**config.mk**
```make
export PLATFORM = sky130hd
export DESIGN_NAME = axi_led_top
export DESIGN_NICKNAME = d
export VERILOG_FILES = /design/src/bus_pkg.sv /design/src/board_pkg.sv /design/src/btn_master.sv /design/src/wr_arbiter.sv /design/src/wr_fifo.sv /design/src/led_slave.sv /design/src/axi_led_top.sv
export VERILOG_INCLUDE_DIRS = /design/src
export SDC_FILE = /design/constraint.sdc
export NUM_CORES = 1
export LEC_CHECK = 0
export BUFFER_PORTS_ARGS = -buffer_cell sky130_fd_sc_hd__clkbuf_2
export CAP_MARGIN = 40
export CORE_MARGIN = 4
export CORE_UTILIZATION = 48
export DETAILED_ROUTE_END_ITERATION = 8
export PLACE_DENSITY = 0.73
export SYNTH_ARGS = -nofsm -noshare
export SYNTH_HDL_FRONTEND = slang
export SYNTH_SLANG_ARGS = --single-unit
```
**constraint.sdc**
```tcl
create_clock -name sys_clk -period 2.89 [get_ports sys_clk]
set_input_delay 0.4335 -clock sys_clk [delete_from_list [all_inputs] [get_ports sys_clk]]
set_output_delay 0.4335 -clock sys_clk [all_outputs]
set_load 0.03 [all_outputs]
```
**src/bus_defines.svh**
```systemverilog
`ifndef BUS_DEFINES_SVH
`define BUS_DEFINES_SVH

// bus widths
`define BUS_ADDR_W      32
`define BUS_DATA_W      32
`define BUS_FIFO_DEPTH  4

// led slave window
`define LED_BASE_ADDR   32'h2000_0000
`define LED_END_ADDR    32'h2FFF_FFFF

`define LED_W           8
`define BTN_W           4

`endif

```
**src/bus_pkg.sv**
```systemverilog
`default_nettype none

`include "bus_defines.svh"

package bus_pkg;

    typedef logic [`BUS_ADDR_W-1:0]   addr_t;
    typedef logic [`BUS_DATA_W-1:0]   data_t;
    typedef logic [`BUS_DATA_W/8-1:0] strb_t;

    typedef enum logic [1:0] {
        OKAY   = 2'd0,
        DECERR = 2'd3
    } resp_t;

    // request source tag
    localparam logic SRC_HOST = 1'b0;
    localparam logic SRC_BTN  = 1'b1;

    typedef struct packed {
        addr_t addr;
        data_t data;
        strb_t strb;
        logic  src;
    } wr_req_t;

    typedef struct packed {
        resp_t resp;
        logic  src;     // routes the response back
    } wr_rsp_t;

endpackage

`default_nettype wire

```
**src/board_pkg.sv**
```systemverilog
`default_nettype none

`include "bus_defines.svh"

package board_pkg;

    typedef logic [`BTN_W-1:0] btn_t;
    typedef logic [`LED_W-1:0] led_t;

    typedef enum logic {
        IDLE = 1'b0,
        SEND = 1'b1     // request on the bus
    } btn_state_t;

endpackage

`default_nettype wire

```
**src/btn_master.sv**
```systemverilog
`default_nettype none
`timescale 1ns/1ps

`include "bus_defines.svh"

module btn_master (
    input  wire                    sys_clk,
    input  wire                    arst_n,
    input  wire board_pkg::btn_t   btn,
    output bus_pkg::wr_req_t       btn_req,
    output logic                   btn_valid,
    input  wire                    btn_ready
);
    import bus_pkg::*;
    import board_pkg::*;

    localparam int IDX_W = $clog2(`BTN_W);

    btn_t             btn_q;
    btn_t             rise;
    btn_t             pending;
    btn_t             waiting;
    btn_t             sent;
    btn_state_t       state;
    logic [IDX_W-1:0] sel_idx;
    logic             done;

    // lowest set bit wins
    function automatic logic [IDX_W-1:0] lowest_set(input btn_t v);
        logic [IDX_W-1:0] idx;
        idx = '0;
        for (int i = `BTN_W - 1; i >= 0; i--) begin
            if (v[i]) begin
                idx = IDX_W'(i);
            end
        end
        return idx;
    endfunction

    assign rise    = btn & ~btn_q;
    assign waiting = pending | rise;   // a press seen this cycle counts too
    assign done    = btn_valid & btn_ready;
    assign sent    = done ? (btn_t'(1) << sel_idx) : '0;

    assign btn_valid = (state == SEND);
    assign btn_req   = '{addr: addr_t'(`LED_BASE_ADDR),
                         data: data_t'(1) << sel_idx,
                         strb: strb_t'(1),
                         src:  SRC_BTN};

    always_ff @(posedge sys_clk or negedge arst_n) begin
        if (!arst_n) begin
            btn_q   <= '0;
            pending <= '0;
            sel_idx <= '0;
            state   <= IDLE;
        end else begin
            btn_q   <= btn;
            pending <= waiting & ~sent;
            case (state)
                IDLE: begin
                    if (waiting != '0) begin
                        sel_idx <= lowest_set(waiting);
                        state   <= SEND;
                    end
                end
                SEND: begin
                    if (done) begin
                        state <= IDLE;
                    end
                end
                default: state <= IDLE;
            endcase
        end
    end

endmodule

`default_nettype wire

```
**src/wr_arbiter.sv**
```systemverilog
`default_nettype none
`timescale 1ns/1ps

module wr_arbiter (
    input  wire                    sys_clk,
    input  wire                    arst_n,
    // host write port
    input  wire bus_pkg::addr_t    awaddr,
    input  wire                    awvalid,
    output logic                   awready,
    input  wire bus_pkg::data_t    wdata,
    input  wire bus_pkg::strb_t    wstrb,
    input  wire                    wvalid,
    output logic                   wready,
    output bus_pkg::resp_t         bresp,
    output logic                   bvalid,
    input  wire                    bready,
    // button master
    input  wire bus_pkg::wr_req_t  btn_req,
    input  wire                    btn_valid,
    output logic                   btn_ready,
    // request FIFO
    output bus_pkg::wr_req_t       push_req,
    output logic                   push_valid,
    input  wire                    push_ready,
    // slave responses
    input  wire bus_pkg::wr_rsp_t  rsp,
    input  wire                    rsp_valid,
    output logic                   rsp_ready
);
    import bus_pkg::*;

    wr_req_t host_req;
    logic    host_go;
    logic    b_load;

    // AW and W are taken together
    assign host_go  = awvalid & wvalid;
    assign host_req = '{addr: awaddr, data: wdata, strb: wstrb, src: SRC_HOST};

    assign awready   = host_go & push_ready;
    assign wready    = host_go & push_ready;
    assign btn_ready = ~host_go & push_ready;   // host has fixed priority

    assign push_valid = host_go | btn_valid;
    assign push_req   = host_go ? host_req : btn_req;

    // button responses are dropped at once
    assign rsp_ready = (rsp.src == SRC_BTN) | bready;
    assign b_load    = rsp_valid & rsp_ready & (rsp.src == SRC_HOST);

    always_ff @(posedge sys_clk or negedge arst_n) begin
        if (!arst_n) begin
            bvalid <= 1'b0;
        end else if (b_load) begin
            bvalid <= 1'b1;
        end else if (bready) begin
            bvalid <= 1'b0;
        end
    end

    always_ff @(posedge sys_clk) begin
        if (b_load) begin
            bresp <= rsp.resp;
        end
    end

endmodule

`default_nettype wire

```
**src/wr_fifo.sv**
```systemverilog
`default_nettype none
`timescale 1ns/1ps

`include "bus_defines.svh"

module wr_fifo #(
    parameter int DEPTH = `BUS_FIFO_DEPTH   // power of two
) (
    input  wire                    sys_clk,
    input  wire                    arst_n,
    input  wire bus_pkg::wr_req_t  push_req,
    input  wire                    push_valid,
    output logic                   push_ready,
    output bus_pkg::wr_req_t       pop_req,
    output logic                   pop_valid,
    input  wire                    pop_ready
);
    import bus_pkg::*;

    localparam int              PTR_W    = $clog2(DEPTH);
    localparam logic [PTR_W:0]  FULL_CNT = (PTR_W + 1)'(DEPTH);

    wr_req_t          mem [DEPTH];
    logic [PTR_W-1:0] wr_ptr;
    logic [PTR_W-1:0] rd_ptr;
    logic [PTR_W:0]   count;
    logic             do_push;
    logic             do_pop;

    assign push_ready = (count != FULL_CNT);
    assign pop_valid  = (count != '0);
    assign pop_req    = mem[rd_ptr];

    assign do_push = push_valid & push_ready;
    assign do_pop  = pop_valid & pop_ready;

    always_ff @(posedge sys_clk) begin
        if (do_push) begin
            mem[wr_ptr] <= push_req;
        end
    end

    // pointers wrap on their own
    always_ff @(posedge sys_clk or negedge arst_n) begin
        if (!arst_n) begin
            wr_ptr <= '0;
            rd_ptr <= '0;
            count  <= '0;
        end else begin
            if (do_push) wr_ptr <= wr_ptr + 1'b1;
            if (do_pop)  rd_ptr <= rd_ptr + 1'b1;
            if (do_push && !do_pop) begin
                count <= count + 1'b1;
            end else if (!do_push && do_pop) begin
                count <= count - 1'b1;
            end
        end
    end

endmodule

`default_nettype wire

```
**src/led_slave.sv**
```systemverilog
`default_nettype none
`timescale 1ns/1ps

`include "bus_defines.svh"

module led_slave (
    input  wire                    sys_clk,
    input  wire                    arst_n,
    input  wire bus_pkg::wr_req_t  pop_req,
    input  wire                    pop_valid,
    output logic                   pop_ready,
    output bus_pkg::wr_rsp_t       rsp,
    output logic                   rsp_valid,
    input  wire                    rsp_ready,
    output board_pkg::led_t        led
);
    import bus_pkg::*;

    logic in_window;
    logic take;

    // address decode
    assign in_window = (pop_req.addr >= addr_t'(`LED_BASE_ADDR)) &&
                       (pop_req.addr <= addr_t'(`LED_END_ADDR));

    // one request per cycle while the response slot frees up
    assign pop_ready = ~rsp_valid | rsp_ready;
    assign take      = pop_valid & pop_ready;

    always_ff @(posedge sys_clk or negedge arst_n) begin
        if (!arst_n) begin
            rsp_valid <= 1'b0;
        end else if (take) begin
            rsp_valid <= 1'b1;
        end else if (rsp_ready) begin
            rsp_valid <= 1'b0;
        end
    end

    always_ff @(posedge sys_clk) begin
        if (take) begin
            rsp.resp <= in_window ? OKAY : DECERR;
            rsp.src  <= pop_req.src;
        end
    end

    // only byte lane 0 reaches the leds
    always_ff @(posedge sys_clk or negedge arst_n) begin
        if (!arst_n) begin
            led <= '0;
        end else if (take && in_window && pop_req.strb[0]) begin
            led <= pop_req.data[`LED_W-1:0];
        end
    end

endmodule

`default_nettype wire

```
**src/axi_led_top.sv**
```systemverilog
`default_nettype none
`timescale 1ns/1ps

`include "bus_defines.svh"

module axi_led_top (
    input  wire                   sys_clk,
    input  wire                   arst_n,
    input  wire board_pkg::btn_t  btn,
    output board_pkg::led_t       led,
    // host AXI4-Lite write channels
    input  wire bus_pkg::addr_t   awaddr,
    input  wire                   awvalid,
    output logic                  awready,
    input  wire bus_pkg::data_t   wdata,
    input  wire bus_pkg::strb_t   wstrb,
    input  wire                   wvalid,
    output logic                  wready,
    output bus_pkg::resp_t        bresp,
    output logic                  bvalid,
    input  wire                   bready
);
    import bus_pkg::*;

    wr_req_t btn_req;
    logic    btn_valid;
    logic    btn_ready;
    wr_req_t push_req;
    logic    push_valid;
    logic    push_ready;
    wr_req_t pop_req;
    logic    pop_valid;
    logic    pop_ready;
    wr_rsp_t rsp;
    logic    rsp_valid;
    logic    rsp_ready;

    btn_master btn_master0 (
        .sys_clk   (sys_clk),
        .arst_n    (arst_n),
        .btn       (btn),
        .btn_req   (btn_req),
        .btn_valid (btn_valid),
        .btn_ready (btn_ready)
    );

    wr_arbiter wr_arbiter0 (
        .sys_clk    (sys_clk),
        .arst_n     (arst_n),
        .awaddr     (awaddr),
        .awvalid    (awvalid),
        .awready    (awready),
        .wdata      (wdata),
        .wstrb      (wstrb),
        .wvalid     (wvalid),
        .wready     (wready),
        .bresp      (bresp),
        .bvalid     (bvalid),
        .bready     (bready),
        .btn_req    (btn_req),
        .btn_valid  (btn_valid),
        .btn_ready  (btn_ready),
        .push_req   (push_req),
        .push_valid (push_valid),
        .push_ready (push_ready),
        .rsp        (rsp),
        .rsp_valid  (rsp_valid),
        .rsp_ready  (rsp_ready)
    );

    wr_fifo #(
        .DEPTH (`BUS_FIFO_DEPTH)
    ) wr_fifo0 (
        .sys_clk    (sys_clk),
        .arst_n     (arst_n),
        .push_req   (push_req),
        .push_valid (push_valid),
        .push_ready (push_ready),
        .pop_req    (pop_req),
        .pop_valid  (pop_valid),
        .pop_ready  (pop_ready)
    );

    led_slave led_slave0 (
        .sys_clk   (sys_clk),
        .arst_n    (arst_n),
        .pop_req   (pop_req),
        .pop_valid (pop_valid),
        .pop_ready (pop_ready),
        .rsp       (rsp),
        .rsp_valid (rsp_valid),
        .rsp_ready (rsp_ready),
        .led       (led)
    );

endmodule

`default_nettype wire

```
==> impl_metrics.toml, run 1 <==
[timing]
worstMarginPinSlew_ns = 0.789
final.setup.worst_slack_ns = 0.420
final_hold_viol_count = 0
finalSetupViolCount = 0
fin_crit_sh = 0.855
rsz0062_at_grt = "no"
relSlewSlack = 0.474
tns_ns = 0
fin_crit_ns = 2.47
max_freq_ghz = 0.405
whs_ns = 0.119
clock_skew_ns = 0.00814
slew_violations = 0

[placement]
dpl_cell_area_um2 = 3770
place_congestion = 0.791
dp_slack_ns = 0.441
post-dp-hpwl_um = 4020
io_buffers = 34

[setup_path]
startpoint_type = "flip-flop"
slowest_stage = "or3_2"
r2r_setup_slack_ns = 0.42
crit_path_start = "wr_fifo0.count[0]"
arrival_ns = 2.73
max_stage_delay_ns = 0.54
crit_required_ns = 3.15
rr_worst_depth = 9
r2r_end = "wr_fifo0.count[2]"
critical_path.max_fanout = 5
endpoint_kind = "flip-flop"
setup.worst_path.end = "wr_fifo0.count[2]"
reg2reg_from = "wr_fifo0.count[0]"
path_cells = "or3_2, and2_1, inv_1, ha_1, inv_1, fa_1, xor2_1, nor2_1, xor2_1"
worstSetupPathType = "reg2reg"

[power]
ir_drop_v = 0.000598
p_clk_frac = 0.204
p_sw_mw = 1.39
p_leak_nw = 1.57
power_per_cell_area_nw_per_um2 = 1070
seq_power_share = 0.497
swShare = 0.325
p_int_mw = 2.87
total_power_mw = 4.26
combPwrFrac = 0.299

[clocking]
cts_tree = "built"
post_cts.resized_instances = 0
cts_root_buffer = "clkbuf_8"
cts.clk_slew.worst_paths_ns = 0.09
clock_latency_ns = 0.35
numClockSinks = 87
htree_levels = 3
clockBufferDepth = 2
numCtsBuffers = 9
cts_setup_buffers = 0
hold_buffers = 0

[logic_synthesis]
synth_edf_count = 59
synthTopCellsByCount = "59 x edfxtp_1, 28 x dfrtp_1, 11 x inv_1"
yosysTopAreaCell = "edfxtp_1"
ys_warn_count = 0
avgSynthCellArea_um2 = 17.2
synth.area.top_cells = "edfxtp_1 50%, dfrtp_1 20%, mux4_1 6.0%"
synth_cells = 204
ys_seq_area_frac = 0.704
synth_most_common_cell = "edfxtp_1"
synth_top_cell_area_share = 0.504
synthArstFlopShare = 0.322
netlist_area_um2 = 3510
synth-seq-cells = 87
ys_types = 40
synth-main-ff-cell = "edfxtp_1"
syn_nets = 287

[drt]
dr.pass1.iters = 4
drtIter0Drc = 109
wl_um = 5810
routed-wl-met3_um = 220
dr_wl_met2_um = 2920
drc_errors = 0
vias = 1825
antenna_left = 0
via_per_inst = 5.27
avgRoutedWirePerCell_um = 16.8
route.layer.met1.wl_um = 2610
highest_layer = "met4"

[flow_run]
cap_violations = 0

[layout]
area_delta_synth_final_pct = 13.6
num_antenna_cells = 0
fin_nets = 328
design_area_um2 = 3990
drive_above_1_share = 0.296
fill_cells = 546

[floorplanning]
rows = 30
ios = 90
fp.dieW_um = 93.6
die_area_um2 = 8750
core-area_um2 = 6940
dieHeight_um = 93.6
initial_core_util = 0.506

[global_routing]
grt_overflow_total = 0
grtUsageTotal = 0.148
grt_start_max_net_pins = 29
grt_pass1_wl_um = 9500
grt_pass1_vias = 1901
antenna_found_initial = 0

[min_path]
min_path_type = "in2async"

[run_status]
status = "completed"
-- through the flow --
stage	instances	util
after floorplan	204	-
after global placement	330	0.544
after detailed placement	330	0.544
after CTS	346	0.575
after global routing	346	0.575
final	346	0.575
-- final cells by class --
type / count / area, um2 / area share
Timing Repair Buffer: 39 / 208 / 0.0520
Clock inverter: 4 / 30.0 / 0.00752
Clock buffer: 12 / 188 / 0.0470
Tap cell: 96 / 120 / 0.0301
Multi-Input combinational cell: 97 / 933 / 0.234
Sequential cell: 87 / 2470 / 0.619
Inverter: 11 / 41.3 / 0.0103
-- flip-flops by register name (all words and copies together) (netlist names) --
signal                 cells
btn_master0.btn_q          4
btn_master0.btn_valid      1
btn_master0.pending        4
btn_master0.sel_idx        2
led_slave0.led             8
led_slave0.rsp             2
led_slave0.rsp_valid       1
wr_arbiter0.bresp          1
wr_arbiter0.bvalid         1
wr_fifo0.count             3
wr_fifo0.mem              56
wr_fifo0.rd_ptr            2
wr_fifo0.wr_ptr            2
-- worst min path at each step --
stage	start	endpoint	slack (ns)	cells past startpoint
after detailed placement	led_slave0.rsp[1]	wr_arbiter0.bresp[0]	0.41	0
after CTS	arst_n	led_slave0.led[4]	0.14	1
final	arst_n	led_slave0.led[5]	0.12	1
after global routing	arst_n	led_slave0.led[4]	0.16	1
after global placement	led_slave0.rsp[1]	wr_arbiter0.bresp[0]	0.42	0
after floorplan	arst_n	btn_master0.btn_q[0]	0.14	0
-- placed cells by master, fill, tap and decap left out, drive strengths merged, types with 4 or more instances in the layout --
master  Yosys  final
edfxtp     59     59
clkbuf      5     46
dfrtp      28     28
inv        11     14
mux2       10     10
mux4       10     10
and3        9      9
a21oi       7      7
and2        6      6
nand2       6      6
ha          5      5
buf         4      5
a31oi       5      5
o31ai       4      4
nor2        4      4
nor4b       4      4
-- per-layer routing --
metal	up-vias	GRT usage
met4	0	0.0614
met1	925	0.196
met5	-	0
met2	35	0.233
met3	7	0.0394
li1	858	-
-- critical path, delay by kind of cell (launching register included) --
kind          cells  cell delay [ns]
xor+xnor          2             0.36
fa+ha+maj         2             0.55
buf+inv           2             0.14
flops             1             0.44
simple gates      3             0.91
-- power groups by stage --
stage                     combinational (mW)  clock (mW)  sequential, mW
after floorplan                        0.932           0            2.15
after global placement                  1.24           0            2.12
after detailed placement                1.28           0            2.15
after CTS                               1.29       0.892            2.13
after global routing                    1.40       0.956            2.18
final                                   1.27       0.870            2.12
-- cell families (layout without fill, tap and decap cells) --
kind of cell               count (synthesis)  after routing  share of synthesized area
buffers and inverters                     20             66                     0.0306
AOI/OAI and AO/OA                         23             23                     0.0477
adders and majority gates                  6              6                     0.0235
muxes                                     20             20                      0.105
DFF                                       87             87                      0.704
and+or+nand+nor                           42             42                     0.0748
xor gates and xnor gates                   6              6                     0.0150
Note: power is estimated with default switching activity, not from simulation.
==> inputs of run 2 (changes only) <==
- ABC_AREA: not set -> 1
- ABC_CLOCK_PERIOD_IN_PS: not set -> 2890
- CORE_UTILIZATION: 48 -> 49
- PLACE_DENSITY: 0.73 -> 0.74
==> impl_metrics.toml, run 2 <==
[setup_path]
crit_required_ns = 3.12
max_stage_delay_ns = 0.38
path_cells = "inv_1, nand3_1, nand2_1, ha_1, inv_1, fa_1, a21oi_1, o21ai_0, xor2_1"
slowest_stage = "fa_1"
crit_top_cell = "inv_1"
endpoint_kind = "flip-flop"
worstSetupPathType = "reg2reg"
startpoint_type = "flip-flop"
arrival_ns = 2.30
critical_path.max_fanout = 5

[floorplanning]
die_area_um2 = 8890
initial_core_util = 0.503
dieHeight_um = 94.3
rows = 31
ios = 90
core-area_um2 = 7250
fp.dieW_um = 94.3

[layout]
largest-register = "wr_fifo0.mem"
area_delta_synth_final_pct = 13.3
final_cell_mix = "59 x edfxtp_1, 55 x nand2_1, 43 x inv_1, 39 x nor2_1, 34 x clkbuf_2"
final_cells = 468
num_antenna_cells = 0
fin_nets = 447
final_common_cell = "edfxtp_1"
largest_reg_flops = 56
drive_above_1_share = 0.190
reg.largest.list = "wr_fifo0.mem x56, led_slave0.led x8"

[clocking]
htree_levels = 3
clockBufferDepth = 2
hold_buffers = 0
cts.clk_slew.worst_paths_ns = 0.08
cts_root_buffer = "clkbuf_8"
post_cts.resized_instances = 0
cts_tree = "built"
clock_latency_ns = 0.35
cts_setup_buffers = 0
numCtsBuffers = 9
numClockSinks = 87

[logic_synthesis]
synth_most_common_cell = "edfxtp_1"
avgSynthCellArea_um2 = 11.2
syn_nets = 408
synth.area.top_cells = "edfxtp_1 49%, dfrtp_1 19%, nand2_1 5.7%"
ys_types = 28
synth-main-ff-cell = "edfxtp_1"
ys_warn_count = 0
synth-seq-cells = 87
synthArstFlopShare = 0.322
yosysTopAreaCell = "edfxtp_1"
netlist_area_um2 = 3650
synth_top_cell_area_share = 0.486
synthTopCellsByCount = "59 x edfxtp_1, 55 x nand2_1, 43 x inv_1"
ys_seq_area_frac = 0.678
synth_cells = 325
synth_edf_count = 59

[global_routing]
grt_pass1_wl_um = 10300
grt_pass1_vias = 2278
grt_overflow_total = 0
grt_start_max_net_pins = 29
antenna_found_initial = 0
grtUsageTotal = 0.154

[timing]
tns_ns = 0
max_freq_ghz = 0.482
slew_violations = 0
finalSetupViolCount = 0
relSlewSlack = 0.521
final_hold_viol_count = 0
fin_crit_sh = 0.718
clock_skew_ns = 0.0125
rsz0062_at_grt = "no"
fin_crit_ns = 2.08
worstMarginPinSlew_ns = 0.718

[power]
ir_drop_v = 0.000637
p_leak_nw = 1.80
power_per_cell_area_nw_per_um2 = 1080

[drt]
drc_errors = 0
wl_um = 5980
vias = 2273
antenna_left = 0
avgRoutedWirePerCell_um = 12.8
drtIter0Drc = 114
dr.pass1.iters = 4
via_per_inst = 4.86

[run_status]
status = "completed"

[flow_run]
cap_violations = 0

[placement]
post-dp-hpwl_um = 4100
dp_cells = 452
io_buffers = 34
place_congestion = 0.842

[min_path]
min_path_type = "in2async"
==> run 2: cell count changes after synthesis, sizes merged, moves of 15 or more <==
cell / previous run / this run
nand2: 6 / 62
inv: 11 / 45
o21ai: 0 / 29
nand3: 2 / 17
nor2: 4 / 39
==> run 2: final timing paths <==
check,from,to,slack (ns),cells past startpoint
setup / recovery,led_slave0.rsp[0],wr_fifo0.count[2],0.81,9
hold / removal,arst_n,btn_master0.btn_q[0],0.13,1
setup reg to reg,led_slave0.rsp[0],wr_fifo0.count[2],0.81,9
hold reg to reg,led_slave0.rsp[1],wr_arbiter0.bresp[0],0.43,0
max in group asynchronous,arst_n,led_slave0.led[0],2.30,1
min in group sys_clk,btn[0],btn_master0.btn_q[0],0.21,1
==> run 2: cells by family after synthesis <==
| logic type | Yosys count | synth area share |
|---|---|---|
| flip-flops | 87 | 0.678 |
| XOR/XNOR | 4 | 0.00961 |
| AO/OA/AOI/OAI | 50 | 0.0782 |
| AND/OR/NAND/NOR | 121 | 0.140 |
| adder cells (fa/ha/maj) | 6 | 0.0226 |
| buffers and inverters | 57 | 0.0717 |
==> run 2: routing by layer <==
metal	GRT usage	share of wire	vias to the layer above
met5	0	0	-
met2	0.251	0.50	54
li1	-	-	1144
met3	0.0417	0.057	6
met1	0.196	0.43	1069
met4	0.0614	0.011	0
==> run 2: final cells by class <==
cell class	instances	area, um2
fill	629	3120
tap	99	124
clock inverter	6	92.6
inverter	45	176
sequential	87	2470
clock buffer	10	138
timing repair buffer	40	215
multi-input combinational	181	913
==> run 2: worst max-delay path, delay by kind of cell (launching register included) <==
kind	cells	cell delay, ns
flip-flops	1	0.36
adder cells (fa/ha/maj)	2	0.58
AO/OA/AOI/OAI	2	0.26
buffers and inverters	2	0.15
AND/OR/NAND/NOR	2	0.45
XOR/XNOR	1	0.15
==> run 2: stage by stage <==
stage	hold WS [ns]	setup WS [ns]	area (um2)	total power [mW]	util
after floorplan	0.138	0.946	3650	3.19	-
after global placement	0.403	0.683	3900	3.50	0.538
after detailed placement	0.407	0.672	3900	3.57	0.538
after CTS	0.128	0.837	4130	4.50	0.570
after global routing	0.155	0.700	4130	4.80	0.570
final	0.128	0.815	4130	4.45	0.570
==> run 2: report_power, final <==
part / internal (mW) / leakage [nW] / total (mW) / switching (mW)
logic: 0.470 / 0.821 / 1.46 / 0.992
registers: 1.84 / 0.874 / 2.06 / 0.219
clock network: 0.514 / 0.109 / 0.930 / 0.415
==> inputs of run 3 (changes only) <==
- ABC_AREA: 1 -> 0
- ABC_CLOCK_PERIOD_IN_PS: 2890 -> 1900
- CORE_UTILIZATION: 49 -> 44
- PLACE_DENSITY: 0.74 -> 0.71
- clock period: 2.89 -> 1.9 ns (I/O delays scaled with it)
==> impl_metrics.toml, run 3 (synthesis results as in run 1) <==
[power]
power_per_cell_area_nw_per_um2 = 1650
combPwrFrac = 0.362
p_sw_mw = 2.18
p_clk_frac = 0.189
ir_drop_v = 0.000685
seq_power_share = 0.449
p_int_mw = 4.69
swShare = 0.317
p_leak_nw = 1.66

[layout]
largest_reg_flops = 56
final_cells = 370
reg.largest.list = "wr_fifo0.mem x56, led_slave0.led x8"
final_common_cell = "edfxtp_1"
largest-register = "wr_fifo0.mem"
area_delta_synth_final_pct = 18.7
drive_above_1_share = 0.377
final_cell_mix = "59 x edfxtp_1, 34 x clkbuf_2, 28 x dfrtp_1, 23 x buf_4, 10 x clkbuf_8"
num_antenna_cells = 0
fin_nets = 346
fin_util = 0.540

[drt]
wl_um = 5870
drtIter0Drc = 53
vias = 1896
drc_errors = 0
dr.pass1.iters = 4
antenna_left = 0
avgRoutedWirePerCell_um = 15.9
via_per_inst = 5.12

[floorplanning]
die_area_um2 = 9480
ios = 90
rows = 32
initial_core_util = 0.455
fp.dieW_um = 97.4
dieHeight_um = 97.4
core-area_um2 = 7730

[timing]
fin_crit_sh = 1.04
slew_violations = 0
rsz0062_at_grt = "yes"
worstMarginPinSlew_ns = 0.761
max_freq_ghz = 0.508
final.setup.worst_slack_ns = -0.0695
fin_crit_ns = 1.97
finalSetupViolCount = 2
final_hold_viol_count = 1
whs_ns = -0.000504
clock_skew_ns = 0.0120
tns_ns = -0.107
relSlewSlack = 0.493

[setup_path]
endpoint_kind = "flip-flop"
max_stage_delay_ns = 0.41
crit_required_ns = 2.17
path_cells = "or3b_4, and2_4, inv_2, ha_4, inv_2, fa_2, xor2_1, nor2_1, xor2_1"
slowest_stage = "or3b_4"
startpoint_type = "flip-flop"
critical_path.max_fanout = 2
arrival_ns = 2.24
worstSetupPathType = "reg2reg"

[flow_run]
cap_violations = 0

[placement]
io_buffers = 34
place_congestion = 0.783
post-dp-hpwl_um = 4000
dp_cells = 351
dp_slack_ns = -0.164

[clocking]
numCtsBuffers = 9
cts_tree = "built"
hold_buffers = 0
numClockSinks = 87
htree_levels = 3
clockBufferDepth = 2
clock_latency_ns = 0.35
cts_root_buffer = "clkbuf_8"
cts.clk_slew.worst_paths_ns = 0.09

[min_path]
min_path_type = "in2async"

[global_routing]
grt_pass1_wl_um = 9250
grt_overflow_total = 0
grtUsageTotal = 0.128
antenna_found_initial = 0
grt_pass1_vias = 1877
grt_start_max_net_pins = 29

[run_status]
status = "complete, but fails checks"
failed_checks = "hold timing, setup timing"
==> run 3: cell types whose count changed in the layout (fill, tap and decap cells not counted), moves of 8 or more <==
cell | previous run | this run
buf_4 | 6 | 23
o21ai_0 | 28 | 0
nand2_1 | 55 | 6
inv_1 | 43 | 9
o22ai_1 | 9 | 0
mux4_1 | 0 | 8
nor2_1 | 39 | 3
nand3_1 | 17 | 1
and3_1 | 0 | 9
mux2_2 | 0 | 9
==> run 3: critical path, delay by kind of cell (launching register included) <==
kind          cells  cell delay [ns]
buf+inv           2             0.09
fa+ha+maj         2             0.45
xor+xnor          2             0.30
simple gates      3             0.68
flops             1             0.39
==> run 3: path summary, 6_finish.rpt <==
| kind | start | end | slack [ns] | cells after the start |
|---|---|---|---|---|
| hold reg to reg | led_slave0.rsp[1] | wr_arbiter0.bresp[0] | 0.44 | 0 |
| setup / recovery | led_slave0.rsp[0] | wr_fifo0.count[2] | -0.07 | 9 |
| min in group sys_clk | btn[0] | btn_master0.btn_q[0] | 0.05 | 1 |
| setup reg to reg | led_slave0.rsp[0] | wr_fifo0.count[2] | -0.07 | 9 |
| hold / removal | arst_n | wr_fifo0.count[1] | -0.0005 | 1 |
| max in group asynchronous | arst_n | led_slave0.led[7] | 1.42 | 1 |
==> run 3: cell type report <==
type                            instances  area, um2
Sequential cell                        87       2470
Fill cell                             608       3560
Timing Repair Buffer                   57        343
Tap cell                              102        128
Clock inverter                          3       20.0
Clock buffer                           13        191
Inverter                               11       41.3
Multi-Input combinational cell         97        973
==> run 3: repair_timing <==
action	4_1_cts	5_1_grt
buffers inserted	3	0
setup endpoints to repair	14	53
pin swaps	5	0
gates cloned	0	0
gates resized for setup	7	6
==> run 3: power by group through the flow <==
stage | combinational [mW] | sequential [mW] | clock (mW)
finish | 2.49 | 3.09 | 1.30
global route | 2.69 | 3.14 | 1.41
CTS | 2.43 | 3.10 | 1.32
detailed placement | 2.31 | 3.14 | 0
global placement | 2.25 | 3.11 | 0
floorplan | 1.44 | 3.27 | 0
==> run 3: through the flow <==
step	instance area [um2]	power (mW)	hold WS, ns
floorplan	3530	4.72	-0.0106
global placement	3910	5.36	0.403
detailed placement	3910	5.46	0.399
CTS	4160	6.85	0.0137
global route	4170	7.25	0.0291
finish	4170	6.87	-0.000504
==> run 3: metal layers <==
layer	global-route usage	vias to the layer above	share of wire
met5	0	-	0
met1	0.160	965	0.43
met2	0.210	37	0.51
met4	0.0607	0	0.016
met3	0.0294	7	0.036
li1	-	887	-
